**src/include/ctl_consts.svh**
```systemverilog
`ifndef CTL_CONSTS_SVH
`define CTL_CONSTS_SVH

`define CTL_DB_W      8
`define CTL_AB_OP_W   12
`define CTL_ALU_OP_W  9
`define CTL_REG_OP_W  7
`define CTL_DO_OP_W   2

// Supported opcodes
`define OP_BRK        8'h00
`define OP_ASL_ZP     8'h06
`define OP_ASL_ZPX    8'h16
`define OP_JSR        8'h20
`define OP_RTI        8'h40
`define OP_PHA        8'h48
`define OP_JMP_ABS    8'h4C
`define OP_RTS        8'h60
`define OP_PLA        8'h68
`define OP_JMP_IND    8'h6C
`define OP_JMP_INDX   8'h7C
`define OP_BRA        8'h80
`define OP_LDY_IMM    8'hA0
`define OP_LDA_INDX   8'hA1
`define OP_LDX_IMM    8'hA2
`define OP_LDA_ZP     8'hA5
`define OP_LDA_IMM    8'hA9
`define OP_LDA_ABS    8'hAD
`define OP_LDA_INDY   8'hB1
`define OP_LDA_IND    8'hB2
`define OP_LDA_ZPX    8'hB5
`define OP_LDX_ZPY    8'hB6
`define OP_LDA_ABSY   8'hB9
`define OP_LDA_ABSX   8'hBD
`define OP_DEX        8'hCA
`define OP_INC_ZP     8'hE6
`define OP_INX        8'hE8
`define OP_INC_ABS    8'hEE

`define REG_OP_STACK  7'b1_11_0011    // Write S
`define REG_OP_IDLE   7'b0_00_0111    // Read Z, no write
`define ALU_DEC       9'b00_00_101_00
`define ALU_INC       9'b00_00_100_01
`define ALU_LOAD_M    9'b10_00_000_00
`define AB_OP_BRANCH_BACK 12'b011_0111_11_11_1
`define AB_OP_BRANCH_FWD  12'b011_0110_11_11_1

`endif

```
**src/logic/ctl_pkg.sv**
```systemverilog
package ctl_pkg;

    // Cycle sequencer states
    typedef enum logic [5:0] {
        INIT, SYNC, IMM0,                   // Fetch and immediate
        IND0, IND1, IND2, DATA,             // Zero page indirect, data access
        ABS0, ABS1, ZERO,                   // Absolute and zero page address
        PULL, RDWR,                         // Stack pull, RMW hold
        RTS0, RTS1, RTS2,
        PUSH,
        JSR0, JSR1, JSR2,
        BRK0, BRK1, BRK2, BRK3,
        RTI0, RTI1, RTI2, RTI3,
        COND                                // Branch offset cycle
    } ctl_state_t;

    // Register file source index
    typedef enum logic [3:0] {
        SRC_X   = 4'd0,
        SRC_Y   = 4'd1,
        SRC_A   = 4'd2,
        SRC_S   = 4'd3,
        SRC_M   = 4'd5,                     // Memory operand
        SRC_Z   = 4'd7,                     // Zero
        SRC_VEC = 4'd10                     // Interrupt vector
    } reg_src_t;

    // Register file destination index
    typedef enum logic [1:0] {
        DST_X, DST_Y, DST_A, DST_S
    } reg_dst_t;

    // Latched ALU field
    typedef struct packed {
        logic [1:0] shift;                  // 10 left, 11 right
        logic [2:0] add;                    // OR AND XOR ADD INC DEC SUB TRB
        logic [1:0] carry;                  // 01 one, 10 rot, 11 adc
    } alu_sel_t;

    // Address datapath mode, bit 2 is ABL carry, bits 1:0 the ABL mux
    typedef enum logic [3:0] {
        AB_KEEP = 4'd0,  AB_PC = 4'd1,      AB_ABS = 4'd2,      AB_ZP = 4'd3,
        AB_NEXT = 4'd4,  AB_SP_INC = 4'd5,  AB_BRANCH = 4'd7,   AB_SP_KEEP = 4'd8,
        AB_SP_SAVE = 4'd9,  AB_ABS_KEEP = 4'd10, AB_SP = 4'd11, AB_NEXT_KEEP = 4'd12,
        AB_ABS_INC = 4'd14, AB_VECTOR = 4'd15
    } ab_mode_t;

endpackage

```
**src/logic/opcode_decoder.sv**
```systemverilog
`timescale 1ns/1ps
`include "ctl_consts.svh"

module opcode_decoder (
    input  logic                 clk,
    input  logic                 rst,
    input  logic [`CTL_DB_W-1:0] db,
    input  logic                 sync,
    input  logic                 addr_done,
    output logic                 rmw,
    output logic                 jmp,
    output logic                 ind,
    output logic                 add_x,
    output logic                 add_y,
    output logic                 ld,
    output logic                 st,
    output ctl_pkg::reg_src_t    src,
    output ctl_pkg::reg_dst_t    dst,
    output ctl_pkg::alu_sel_t    alu
);

    always_ff @(posedge clk) begin
        if (rst) begin
            rmw   <= 1'b0;
            jmp   <= 1'b0;
            ind   <= 1'b0;
            add_x <= 1'b0;
            add_y <= 1'b0;
            ld    <= 1'b0;
            st    <= 1'b0;
            src   <= ctl_pkg::SRC_X;
            dst   <= ctl_pkg::DST_X;
            alu   <= '0;
        end else if (sync) begin
            rmw   <= 1'b0;                      // Defaults, overridden per opcode
            jmp   <= 1'b0;
            ind   <= 1'b0;
            add_x <= 1'b0;
            add_y <= 1'b0;
            ld    <= 1'b0;
            st    <= 1'b0;
            src   <= ctl_pkg::SRC_Z;
            dst   <= ctl_pkg::DST_A;
            alu   <= '0;
            case (db)
                `OP_LDA_IMM, `OP_LDA_ZP, `OP_LDA_ABS, `OP_LDA_IND, `OP_PLA: begin
                    ld  <= 1'b1;                // A <= Z + M
                    alu <= 7'b00_011_00;
                end
                `OP_LDA_ZPX, `OP_LDA_ABSX, `OP_LDA_INDX: begin
                    ld    <= 1'b1;
                    add_x <= 1'b1;              // X indexed
                    alu   <= 7'b00_011_00;
                end
                `OP_LDA_INDY, `OP_LDA_ABSY: begin
                    ld    <= 1'b1;
                    add_y <= 1'b1;              // Y indexed
                    alu   <= 7'b00_011_00;
                end
                `OP_LDX_IMM, `OP_LDY_IMM, `OP_LDX_ZPY: begin
                    ld    <= 1'b1;
                    add_y <= (db == `OP_LDX_ZPY);
                    dst   <= (db == `OP_LDY_IMM) ? ctl_pkg::DST_Y : ctl_pkg::DST_X;
                    alu   <= 7'b00_011_00;
                end
                `OP_DEX, `OP_INX: begin
                    ld  <= 1'b1;                // X <= X -/+ 1
                    src <= ctl_pkg::SRC_X;
                    dst <= ctl_pkg::DST_X;
                    alu <= (db == `OP_DEX) ? 7'b00_101_00 : 7'b00_100_01;
                end
                `OP_PHA: begin
                    st  <= 1'b1;
                    src <= ctl_pkg::SRC_A;
                    alu <= 7'b00_011_00;
                end
                `OP_ASL_ZP, `OP_ASL_ZPX: begin
                    rmw   <= (db == `OP_ASL_ZP);   // ZP,X takes the short path
                    add_x <= (db == `OP_ASL_ZPX);
                    src   <= ctl_pkg::SRC_M;
                    alu   <= 7'b10_000_00;         // Shift left
                end
                `OP_INC_ZP, `OP_INC_ABS: begin
                    rmw <= 1'b1;
                    src <= ctl_pkg::SRC_M;
                    alu <= 7'b00_100_01;           // M + 1
                end
                `OP_BRK, `OP_JSR, `OP_RTI, `OP_RTS, `OP_JMP_ABS: begin
                    jmp <= 1'b1;
                end
                `OP_JMP_IND, `OP_JMP_INDX: begin
                    jmp   <= 1'b1;
                    ind   <= 1'b1;
                    add_x <= (db == `OP_JMP_INDX);
                end
                default: begin
                end
            endcase
        end else if (addr_done) begin
            // One indirection only, else JMP (IND) loops through ABS0
            ind   <= 1'b0;
            add_x <= 1'b0;
        end
    end

endmodule

```
**src/logic/cycle_sequencer.sv**
```systemverilog
`timescale 1ns/1ps
`include "ctl_consts.svh"

module cycle_sequencer (
    input  logic                 clk,
    input  logic                 rst,
    input  logic [`CTL_DB_W-1:0] db,
    input  logic                 rmw,
    input  logic                 jmp,
    input  logic                 ind,
    output ctl_pkg::ctl_state_t  state,
    output logic                 sync,
    output logic                 we,
    output logic                 addr_done
);

    ctl_pkg::ctl_state_t state_next;

    assign sync      = (state == ctl_pkg::SYNC);
    assign addr_done = (state == ctl_pkg::ABS1);

    always_comb begin
        state_next = ctl_pkg::SYNC;             // Unknown opcode stays in SYNC
        case (state)
            ctl_pkg::SYNC: begin
                case (db)
                    `OP_BRA:      state_next = ctl_pkg::COND;
                    `OP_BRK:      state_next = ctl_pkg::BRK0;
                    `OP_JSR:      state_next = ctl_pkg::JSR0;
                    `OP_RTI:      state_next = ctl_pkg::RTI0;
                    `OP_RTS:      state_next = ctl_pkg::RTS0;
                    `OP_PHA:      state_next = ctl_pkg::PUSH;
                    `OP_PLA:      state_next = ctl_pkg::PULL;
                    `OP_JMP_ABS, `OP_JMP_IND, `OP_JMP_INDX,
                    `OP_LDA_ABS, `OP_LDA_ABSX, `OP_LDA_ABSY,
                    `OP_INC_ABS:  state_next = ctl_pkg::ABS0;
                    `OP_ASL_ZP, `OP_ASL_ZPX, `OP_LDA_ZP, `OP_LDA_ZPX,
                    `OP_LDX_ZPY, `OP_INC_ZP:
                                  state_next = ctl_pkg::ZERO;
                    `OP_LDA_INDX, `OP_LDA_IND, `OP_LDA_INDY:
                                  state_next = ctl_pkg::IND0;
                    `OP_LDA_IMM, `OP_LDX_IMM, `OP_LDY_IMM:
                                  state_next = ctl_pkg::IMM0;
                    default:      state_next = ctl_pkg::SYNC;
                endcase
            end
            ctl_pkg::IND0: state_next = ctl_pkg::IND1;
            ctl_pkg::IND1: state_next = ctl_pkg::IND2;
            ctl_pkg::IND2: state_next = ctl_pkg::DATA;
            ctl_pkg::ABS0: state_next = ctl_pkg::ABS1;
            ctl_pkg::ZERO: state_next = rmw ? ctl_pkg::RDWR : ctl_pkg::DATA;
            ctl_pkg::ABS1: begin
                if (ind)      state_next = ctl_pkg::ABS0;   // Fetch pointer target
                else if (jmp) state_next = ctl_pkg::SYNC;
                else if (rmw) state_next = ctl_pkg::RDWR;
                else          state_next = ctl_pkg::DATA;
            end
            ctl_pkg::RDWR, ctl_pkg::PULL, ctl_pkg::PUSH:
                           state_next = ctl_pkg::DATA;
            ctl_pkg::RTS0: state_next = ctl_pkg::RTS1;
            ctl_pkg::RTS1: state_next = ctl_pkg::RTS2;
            ctl_pkg::JSR0: state_next = ctl_pkg::JSR1;
            ctl_pkg::JSR1: state_next = ctl_pkg::JSR2;
            ctl_pkg::JSR2: state_next = ctl_pkg::ABS1;      // Target high byte
            ctl_pkg::BRK0: state_next = ctl_pkg::BRK1;
            ctl_pkg::BRK1: state_next = ctl_pkg::BRK2;
            ctl_pkg::BRK2: state_next = ctl_pkg::BRK3;
            ctl_pkg::BRK3: state_next = ctl_pkg::ABS0;      // Vector fetch
            ctl_pkg::RTI0: state_next = ctl_pkg::RTI1;
            ctl_pkg::RTI1: state_next = ctl_pkg::RTI2;
            ctl_pkg::RTI2: state_next = ctl_pkg::RTI3;
            default:       state_next = ctl_pkg::SYNC;      // INIT, IMM0, DATA, RTS2, RTI3, COND
        endcase
    end

    always_ff @(posedge clk) begin
        if (rst) begin
            state <= ctl_pkg::INIT;
            we    <= 1'b0;
        end else begin
            state <= state_next;
            we    <= (state inside {ctl_pkg::BRK0, ctl_pkg::BRK1, ctl_pkg::BRK2,
                                    ctl_pkg::JSR0, ctl_pkg::JSR1,
                                    ctl_pkg::PUSH, ctl_pkg::RDWR});  // Write next cycle
        end
    end

endmodule

```
**src/logic/micro_op_encoder.sv**
```systemverilog
`timescale 1ns/1ps
`include "ctl_consts.svh"

module micro_op_encoder (
    input  ctl_pkg::ctl_state_t        state,
    input  logic                       ld,
    input  logic                       st,
    input  logic                       add_x,
    input  logic                       add_y,
    input  ctl_pkg::reg_src_t          src,
    input  ctl_pkg::reg_dst_t          dst,
    input  ctl_pkg::alu_sel_t          alu,
    output logic [`CTL_REG_OP_W-1:0]   reg_op,
    output logic [`CTL_ALU_OP_W-1:0]   alu_op,
    output logic [`CTL_DO_OP_W-1:0]    do_op
);

    logic [3:0] idx_xy;                         // Index for ZERO and ABS1

    assign idx_xy = add_x ? ctl_pkg::SRC_X : add_y ? ctl_pkg::SRC_Y : ctl_pkg::SRC_Z;

    // reg_op is {write, dst, src}
    always_comb begin
        case (state)
            ctl_pkg::BRK0, ctl_pkg::BRK1, ctl_pkg::BRK2, ctl_pkg::JSR0, ctl_pkg::JSR1,
            ctl_pkg::RTS0, ctl_pkg::RTS1, ctl_pkg::RTI0, ctl_pkg::RTI1, ctl_pkg::RTI2,
            ctl_pkg::PUSH, ctl_pkg::PULL:
                reg_op = `REG_OP_STACK;
            ctl_pkg::BRK3: reg_op = {3'b000, ctl_pkg::SRC_VEC};
            ctl_pkg::IND0: reg_op = {3'b000, add_x ? ctl_pkg::SRC_X : ctl_pkg::SRC_Z};
            ctl_pkg::IND2: reg_op = {3'b000, add_y ? ctl_pkg::SRC_Y : ctl_pkg::SRC_Z};
            ctl_pkg::ZERO, ctl_pkg::ABS1:
                           reg_op = {3'b000, idx_xy};
            ctl_pkg::SYNC: reg_op = {ld, dst, src};        // Write-back of last instruction
            ctl_pkg::DATA: reg_op = {1'b0, dst, src};      // Operand for store
            default:       reg_op = `REG_OP_IDLE;
        endcase
    end

    // alu_op is {ldm, bcd, shift, add, carry}
    always_comb begin
        case (state)
            ctl_pkg::BRK0, ctl_pkg::BRK1, ctl_pkg::BRK2, ctl_pkg::JSR0, ctl_pkg::JSR1,
            ctl_pkg::PUSH:
                alu_op = `ALU_DEC;                          // S - 1
            ctl_pkg::RTS0, ctl_pkg::RTS1, ctl_pkg::RTI0, ctl_pkg::RTI1, ctl_pkg::RTI2,
            ctl_pkg::PULL:
                alu_op = `ALU_INC;                          // S + 1
            ctl_pkg::IMM0, ctl_pkg::RDWR:
                alu_op = `ALU_LOAD_M;
            ctl_pkg::SYNC:
                alu_op = {2'b00, alu};
            ctl_pkg::DATA:
                alu_op = st ? 9'b00_00_100_00 : {2'b10, alu};   // Store or load M
            default:
                alu_op = '0;
        endcase
    end

    // Data out: 00 ALU, 01 P, 10 PCL, 11 PCH
    always_comb begin
        case (state)
            ctl_pkg::BRK1, ctl_pkg::JSR1: do_op = 2'b11;
            ctl_pkg::BRK2, ctl_pkg::JSR2: do_op = 2'b10;
            ctl_pkg::BRK3:                do_op = 2'b01;
            default:                      do_op = 2'b00;
        endcase
    end

endmodule

```
**src/logic/addr_mode_encoder.sv**
```systemverilog
`timescale 1ns/1ps
`include "ctl_consts.svh"

module addr_mode_encoder (
    input  ctl_pkg::ctl_state_t       state,
    input  logic                      cond,
    input  logic [`CTL_DB_W-1:0]      db,
    output logic [`CTL_AB_OP_W-1:0]   ab_op
);

    ctl_pkg::ab_mode_t mode;
    logic              back;                // Taken backward branch
    logic [1:0]        abl_sel;
    logic              abl_ci;

    assign back    = cond & db[7];
    assign abl_sel = mode[1:0];
    assign abl_ci  = mode[2];

    always_comb begin
        case (state)
            ctl_pkg::DATA, ctl_pkg::JSR2:                 mode = ctl_pkg::AB_PC;
            ctl_pkg::SYNC, ctl_pkg::ABS0, ctl_pkg::IMM0:  mode = ctl_pkg::AB_NEXT;
            ctl_pkg::ABS1, ctl_pkg::RTI3:                 mode = ctl_pkg::AB_ABS;
            ctl_pkg::IND0, ctl_pkg::ZERO:                 mode = ctl_pkg::AB_ZP;
            ctl_pkg::IND1:                                mode = ctl_pkg::AB_NEXT_KEEP;
            ctl_pkg::IND2:                                mode = ctl_pkg::AB_ABS_KEEP;
            ctl_pkg::PULL, ctl_pkg::RTS0, ctl_pkg::RTS1,
            ctl_pkg::RTI0, ctl_pkg::RTI1, ctl_pkg::RTI2:  mode = ctl_pkg::AB_SP_INC;
            ctl_pkg::PUSH:                                mode = ctl_pkg::AB_SP;
            ctl_pkg::RTS2:                                mode = ctl_pkg::AB_ABS_INC;
            ctl_pkg::JSR0, ctl_pkg::BRK0:                 mode = ctl_pkg::AB_SP_SAVE;
            ctl_pkg::JSR1, ctl_pkg::BRK1, ctl_pkg::BRK2:  mode = ctl_pkg::AB_SP_KEEP;
            ctl_pkg::BRK3:                                mode = ctl_pkg::AB_VECTOR;
            ctl_pkg::COND:                                mode = ctl_pkg::AB_BRANCH;
            default:                                      mode = ctl_pkg::AB_KEEP;  // INIT, RDWR
        endcase
    end

    // ab_op is {PC and ABH control, ABL sel, ABL op, ABL carry}
    always_comb begin
        case (mode)
            ctl_pkg::AB_KEEP:      ab_op = {7'b001_0110, abl_sel, 2'b11, abl_ci};
            ctl_pkg::AB_PC:        ab_op = {7'b000_1010, abl_sel, 2'b10, abl_ci};
            ctl_pkg::AB_ABS:       ab_op = {7'b111_1110, abl_sel, 2'b01, abl_ci};
            ctl_pkg::AB_ZP:        ab_op = {7'b111_0000, abl_sel, 2'b01, abl_ci};  // {00, DB+REG}
            ctl_pkg::AB_NEXT:      ab_op = {7'b011_0110, abl_sel, 2'b11, abl_ci};  // AB + 1
            ctl_pkg::AB_SP_INC:    ab_op = {7'b011_0001, abl_sel, 2'b00, abl_ci};
            ctl_pkg::AB_BRANCH:    ab_op = back ? `AB_OP_BRANCH_BACK : `AB_OP_BRANCH_FWD;
            ctl_pkg::AB_SP_KEEP:   ab_op = {7'b000_0001, abl_sel, 2'b00, abl_ci};
            ctl_pkg::AB_SP_SAVE:   ab_op = {7'b111_0001, abl_sel, 2'b00, abl_ci};  // Save PC + 1
            ctl_pkg::AB_ABS_KEEP:  ab_op = {7'b001_1110, abl_sel, 2'b01, abl_ci};
            ctl_pkg::AB_SP:        ab_op = {7'b010_0001, abl_sel, 2'b00, abl_ci};
            ctl_pkg::AB_NEXT_KEEP: ab_op = {7'b001_0110, abl_sel, 2'b11, abl_ci};
            ctl_pkg::AB_ABS_INC:   ab_op = {7'b001_1110, abl_sel, 2'b01, abl_ci};
            ctl_pkg::AB_VECTOR:    ab_op = {7'b000_0011, abl_sel, 2'b00, abl_ci};  // {FF, VEC} + 1
            default:               ab_op = '0;
        endcase
    end

endmodule

```
**src/logic/ctl_top.sv**
```systemverilog
`timescale 1ns/1ps
`include "ctl_consts.svh"

module ctl_top (
    input  logic                      clk,
    input  logic                      rst,
    input  logic                      cond,
    input  logic [`CTL_DB_W-1:0]      db,
    output logic                      sync,
    output logic                      we,
    output logic [`CTL_AB_OP_W-1:0]   ab_op,
    output logic [`CTL_REG_OP_W-1:0]  reg_op,
    output logic [`CTL_ALU_OP_W-1:0]  alu_op,
    output logic [`CTL_DO_OP_W-1:0]   do_op
);

    ctl_pkg::ctl_state_t state;
    ctl_pkg::reg_src_t   src;
    ctl_pkg::reg_dst_t   dst;
    ctl_pkg::alu_sel_t   alu;
    logic                addr_done;
    logic                rmw, jmp, ind;        // Sequencer branch flags
    logic                add_x, add_y, ld, st;

    cycle_sequencer i_cycle_sequencer (
        .clk(clk), .rst(rst), .db(db), .rmw(rmw), .jmp(jmp), .ind(ind),
        .state(state), .sync(sync), .we(we), .addr_done(addr_done)
    );

    opcode_decoder i_opcode_decoder (
        .clk(clk), .rst(rst), .db(db), .sync(sync), .addr_done(addr_done),
        .rmw(rmw), .jmp(jmp), .ind(ind), .add_x(add_x), .add_y(add_y),
        .ld(ld), .st(st), .src(src), .dst(dst), .alu(alu)
    );

    micro_op_encoder i_micro_op_encoder (
        .state(state), .ld(ld), .st(st), .add_x(add_x), .add_y(add_y),
        .src(src), .dst(dst), .alu(alu),
        .reg_op(reg_op), .alu_op(alu_op), .do_op(do_op)
    );

    addr_mode_encoder i_addr_mode_encoder (
        .state(state), .cond(cond), .db(db), .ab_op(ab_op)
    );

endmodule

```
**config.mk**
```make
export PLATFORM = sky130hd
export DESIGN_NAME = ctl_top
export DESIGN_NICKNAME = d
export VERILOG_FILES = /design/src/logic/ctl_pkg.sv /design/src/logic/opcode_decoder.sv /design/src/logic/cycle_sequencer.sv /design/src/logic/micro_op_encoder.sv /design/src/logic/addr_mode_encoder.sv /design/src/logic/ctl_top.sv
export VERILOG_INCLUDE_DIRS = /design/src /design/src/include
export SDC_FILE = /design/constraint.sdc
export NUM_CORES = 1
export LEC_CHECK = 0
export BUFFER_PORTS_ARGS = -buffer_cell sky130_fd_sc_hd__buf_4
export CORE_MARGIN = 5
export CORE_UTILIZATION = 45
export CTS_CLUSTER_DIAMETER = 50
export DETAILED_ROUTE_END_ITERATION = 6
export PLACE_DENSITY = 0.69
export SYNTH_ARGS = -nofsm -noshare
export SYNTH_HDL_FRONTEND = slang
export SYNTH_SLANG_ARGS = --single-unit
```
**constraint.sdc**
```tcl
create_clock -name clk -period 5.3 [get_ports clk]
set_input_delay 0.265 -clock clk [delete_from_list [all_inputs] [get_ports clk]]
set_output_delay 0.265 -clock clk [all_outputs]
set_load 0.005 [all_outputs]
```
* Word level (Yosys, flattened, before mapping)
Memory sizes are Yosys's and may differ from the RTL's. A register that Yosys moved wholly into a read port is not among the register bits.
Cells that the tools add are included.
** Storage, ports and cells
- Bits in registers :: 27
- Memory bits (read-only) :: 128
- Input port bits :: 11
- Output and inout bits :: 32
- Memories kept :: 1
** Cells by class
- Eq/ne operators :: 64
- Mux-type cells :: 31
- Bitwise gates (word level) :: 1
- Reduce and logical (&&, ||, !) cells :: 30
** Memory list
- (name not given) :: words 32, bits a word 4, read ports 1, clocked after memory_dff 1, write ports 0, line addr_mode_encoder.sv:21 : case (state)
** Operators by type and width (number)
- one-hot mux 12 bit (12 select lines) :: 1
- equality test 8 bit, second input constant :: 17
- one-hot mux 6 bit (18 select lines) :: 1
- equality test 6 x 5 -> 1 bit, second input constant :: 10
- equality test 8 x 7 -> 1 bit, second input constant :: 7
- one-hot mux 5 bit (11 select lines) :: 1
- one-hot mux 7 bit (7 select lines) :: 1
- one-hot mux 9 bit (5 select lines) :: 1
- equality test 6 x 4 -> 1 bit, second input constant :: 7
- equality test 4 bit, second input constant :: 7
- one-hot mux 7 bit (4 select lines) :: 1
- equality test 6 x 3 -> 1 bit, second input constant :: 4
- OR reduction 2 bit :: 12
- 2-to-1 mux 6 bit :: 3
- OR reduction 6 bit :: 3
- OR reduction 15 bit :: 1
- OR reduction 14 bit :: 1
- OR reduction 7 bit :: 2
- equality test 4 x 3 -> 1 bit, second input constant :: 3
- equality test 6 x 2 -> 1 bit, second input constant :: 2
- 2-to-1 mux 3 bit :: 4
- OR reduction 12 bit :: 1
- OR reduction 3 bit :: 4
- 2-to-1 mux 9 bit :: 1
- other kinds (20) :: 31

* Depth between registers and ports, before layout
- Depth in word-level cells :: 5
- Gate-level depth with buffers :: 14
- Depth with buffers taken out :: 12

* Cells and area by module
Synthesis repeated with hierarchy kept, for this count alone.
** Unflattened totals
- Cells, all modules :: 414
- Area, all modules :: 3034.2 um^2
** By module, submodules not included
- opcode_decoder :: instances 1, cells each 121, area each 954.7 um^2, sequential area each 320.3 um^2
- cycle_sequencer :: instances 1, cells each 126, area each 885.8 um^2, sequential area each 120.1 um^2
- addr_mode_encoder :: instances 1, cells each 83, area each 654.4 um^2, sequential area each 0.0 um^2
- micro_op_encoder :: instances 1, cells each 84, area each 539.3 um^2, sequential area each 0.0 um^2

* Least setup slack after synthesis
OpenSTA, ideal clock, no wires.
- Path type :: input -> register
- From :: input db[7]
- To :: register i_addr_mode_encoder.mode[1] (netlist name)
- Library setup time :: 0.125 ns
- Arrival :: 2.533 ns
- Required time :: 5.175 ns
- Setup slack :: 2.643 ns
- Stages on the path :: 11
- Path through :: buf_2 nand4b_1 a2111o_1 nand3_1 o21ai_0 a21oi_1 inv_1 ha_1 mux2_2 a32oi_1 o31ai_1
** RTL lines
- start: declaration :: line ctl_top.sv:8 : input logic [`CTL_DB_W-1:0] db,

==> impl_metrics.tcl <==
set metrics [dict create \
    numPortBuffers 39 \
    syn_area_sq_um 2783 \
    synth_top_cell_area_share_pct 18.71 \
    detail_route.wl_per_cell_um 15.71 \
    syn_to_final_growth_pct 9.577 \
    wl_mm 7.682 \
    dr.pass1.iters 4 \
    grt_pass1_vias 2671 \
    synth.avg_cell_area_sq_um 6.871 \
    clk_pin_slew_ns 0.09 \
    drive_gt1_share_pct 14.25 \
    r2r_cells 11 \
    antenna_cells 0 \
    worstPathMaxFanout 29 \
    cp_slowest_stage_delay_ns 0.88 \
    fin_util_pct 51.20 \
    critPathLaunchType "register" \
    clk_path_buf_depth 2 \
    synthArstFlopShare_pct 0 \
    initial_core_util_pct 46.72 \
    hold-path-endpoint "i_opcode_decoder.ind" \
    htree_levels 1 \
    postRouteAntennaNets 0 \
    relSlewSlack_pct 41.62 \
    critPathArrivalTime_ns 3.83 \
    worstPathCellList "nor2b_1, nand3_1, buf_4, clkinv_1, o21ai_0, a21oi_1, inv_1, ha_1, mux2_2, a32oi_1, o31ai_1" \
    fp.dieH_um 88.64 \
    finalNonFillerCells 489 \
    num_vias 3045 \
    final_common_cell "nor2_1" \
    worst-path-buf-inv 3 \
    grt_max_degree 32 \
    cp-end-kind "register" \
    grt_first_pass_wirelength_mm 12.93 \
    cts_buffers 3 \
    post_cts_buffers 0 \
    rsz0062_at_grt "no" \
    clock_latency_ns 0.27 \
    hp-class "input port to register" \
    overflow 0 \
    yosysSeqAreaShare_pct 18.71 \
    cp.required_ns 5.46 \
    vias_per_cell 6.227 \
    yosysUniqueCellTypes 72 \
    cap_violations 0 \
    ys_ff_latch 26 \
    io_pins 43 \
    synth_edf_count 0 \
    layout_min_cycle_time_ns 3.668 \
    r2r_end "i_addr_mode_encoder.mode[1]" \
    ys.flop_type "dfxtp_1" \
    yosys_warnings 0 \
    p_leak_uw 0.001165 \
    hold_viol_final 0 \
    yosys-top-cells-area "dfxtp_1 19%, a21oi_1 6.3%, o21ai_0 6.3%" \
    cts_tree "done" \
    final_cell_mix "46 x nor2_1, 41 x buf_4, 36 x nand2_1" \
    postSynthCellCount 405 \
    drv_slew 0 \
    fin_worst_skew_ns 0.003591 \
    cts-root-buf "clkbuf_8" \
    status "finished clean" \
    fin_crit_sh_pct 69.20 \
    tns_ns 0 \
    fp.dieW_um 88.64 \
    antenna_found_initial 0 \
    hold-path-cell-count 2 \
    power_density_nw_per_um2 149.2 \
    drtIter0Drc 164 \
    setup_violations 0 \
    peakVddDrop_v 0.00008546 \
    yosysTopAreaCell "dfxtp_1" \
    core_area_sq_um 5956 \
    cts_hold_buf 0 \
    crit_family "compound AO/OA/AOI/OAI gates" \
    gp_congestion 0.9696 \
    die-area_sq_um 7856 \
    drc 0 \
    r2r_start "i_cycle_sequencer.state[0]" \
    worstHoldStart "rst" \
    rows 28 \
    fmax_ghz 0.2727 \
    dp_cells 486 \
    nNetsFinal 435 \
    cts.repair.resized 0 \
    crit_type "register to register" \
    detailed_place_hpwl_mm 5.651 \
    worst_pin_slew_ns 0.8745 \
    cts.sinks 26 \
    slowest_stage "dfxtp_1" \
    grtUsageTotal_pct 20.12 \
    rrSetupSlack_ns 1.63 \
]
==> sequential cells by signal, summed over array words and instances (netlist names) <==
name	count
i_opcode_decoder.ind	1
i_opcode_decoder.dst	2
i_opcode_decoder.src	2
i_opcode_decoder.alu	5
i_opcode_decoder.ld	1
i_opcode_decoder.rmw	1
i_opcode_decoder.add_x	1
i_opcode_decoder.st	1
i_opcode_decoder.add_y	1
i_cycle_sequencer.we	1
i_cycle_sequencer.state	5
i_opcode_decoder.jmp	1
i_addr_mode_encoder.mode	4
==> stage by stage <==
step           worst slack (ns)  hold WS (ns)  total power (uW)  instance area [sq um]
3_5_place_dp              1.665        0.4478             346.6                   3008
2_1_floorplan             2.643        0.4316             309.2                   2790
5_1_grt                   1.353        0.3358             484.3                   3049
6_report                  1.632        0.3395             454.9                   3049
4_1_cts                   1.657        0.3376             456.4                   3049
3_3_place_gp              1.819        0.4461             344.5                   3008
==> synth_stat cells (7+ instances only) <==
cell type and instances:
nor2_1 46, buf_2 12, nand2_1 36, a31oi_1 11, dfxtp_1 26, nand2b_1 11, a21oi_1 35, nor3b_1 7
clkbuf_1 15, ha_1 8, a211oi_1 8, nand3_1 16, o21ai_0 35, inv_1 14, nor3_1 9
==> worst register-to-register path: stages (launching register included) <==
cell      delay, ns
dfxtp_1        0.88
nor2b_1        0.26
nand3_1        0.10
buf_4          0.21
clkinv_1       0.32
o21ai_0        0.23
a21oi_1        0.53
inv_1          0.18
ha_1           0.32
mux2_2         0.26
a32oi_1        0.16
o31ai_1        0.10
==> kinds of logic (layout without fill, tap and decap cells) <==
group	count (synthesis)	in the layout	synth area share [%]
AND/OR/NAND/NOR	164	164	31.25
XOR/XNOR	2	2	0.6296
AO/OA/AOI/OAI	143	143	34.08
multiplexers	7	7	2.608
flip-flops	26	26	18.71
buffers and inverters	54	61	8.992
adder cells (fa/ha/maj)	8	8	3.597
other	1	3	0.1348
==> worst max path at each step <==
stage,end,startpoint,slack [ns],depth (start not counted)
floorplan,i_addr_mode_encoder.mode[1],db[7],2.64,11
global placement,i_addr_mode_encoder.mode[1],i_cycle_sequencer.state[0],1.82,11
detailed placement,i_addr_mode_encoder.mode[1],i_cycle_sequencer.state[0],1.67,11
CTS,i_addr_mode_encoder.mode[1],i_cycle_sequencer.state[0],1.66,11
global route,i_addr_mode_encoder.mode[1],i_cycle_sequencer.state[0],1.35,11
finish,i_addr_mode_encoder.mode[1],i_cycle_sequencer.state[0],1.63,11
==> cell type report <==
type / count / area (sq um)
well taps: 75 / 93.84
inverters: 17 / 66.31
repair buffers: 41 / 307.8
clock buffers: 3 / 41.29
flip-flops and latches: 26 / 520.5
multi-input cells: 327 / 2019
fillers: 633 / 2907
==> report_power, final <==
group          switching (uW)  internal (uW)  total (uW)
logic                    74.0           51.7         126
registers                13.2            204         218
clock network            60.8           50.9         112
==> per-layer routing <==
metal / vias up / GRT usage, % / routed length (um)
met4: 0 / 6.319 / 140
met5: - / 0 / 0
li1: 1502 / - / -
met1: 1417 / 29.30 / 3647
met2: 111 / 31.38 / 3492
met3: 15 / 1.583 / 402
No activity file was read; power rests on OpenSTA's default activity.
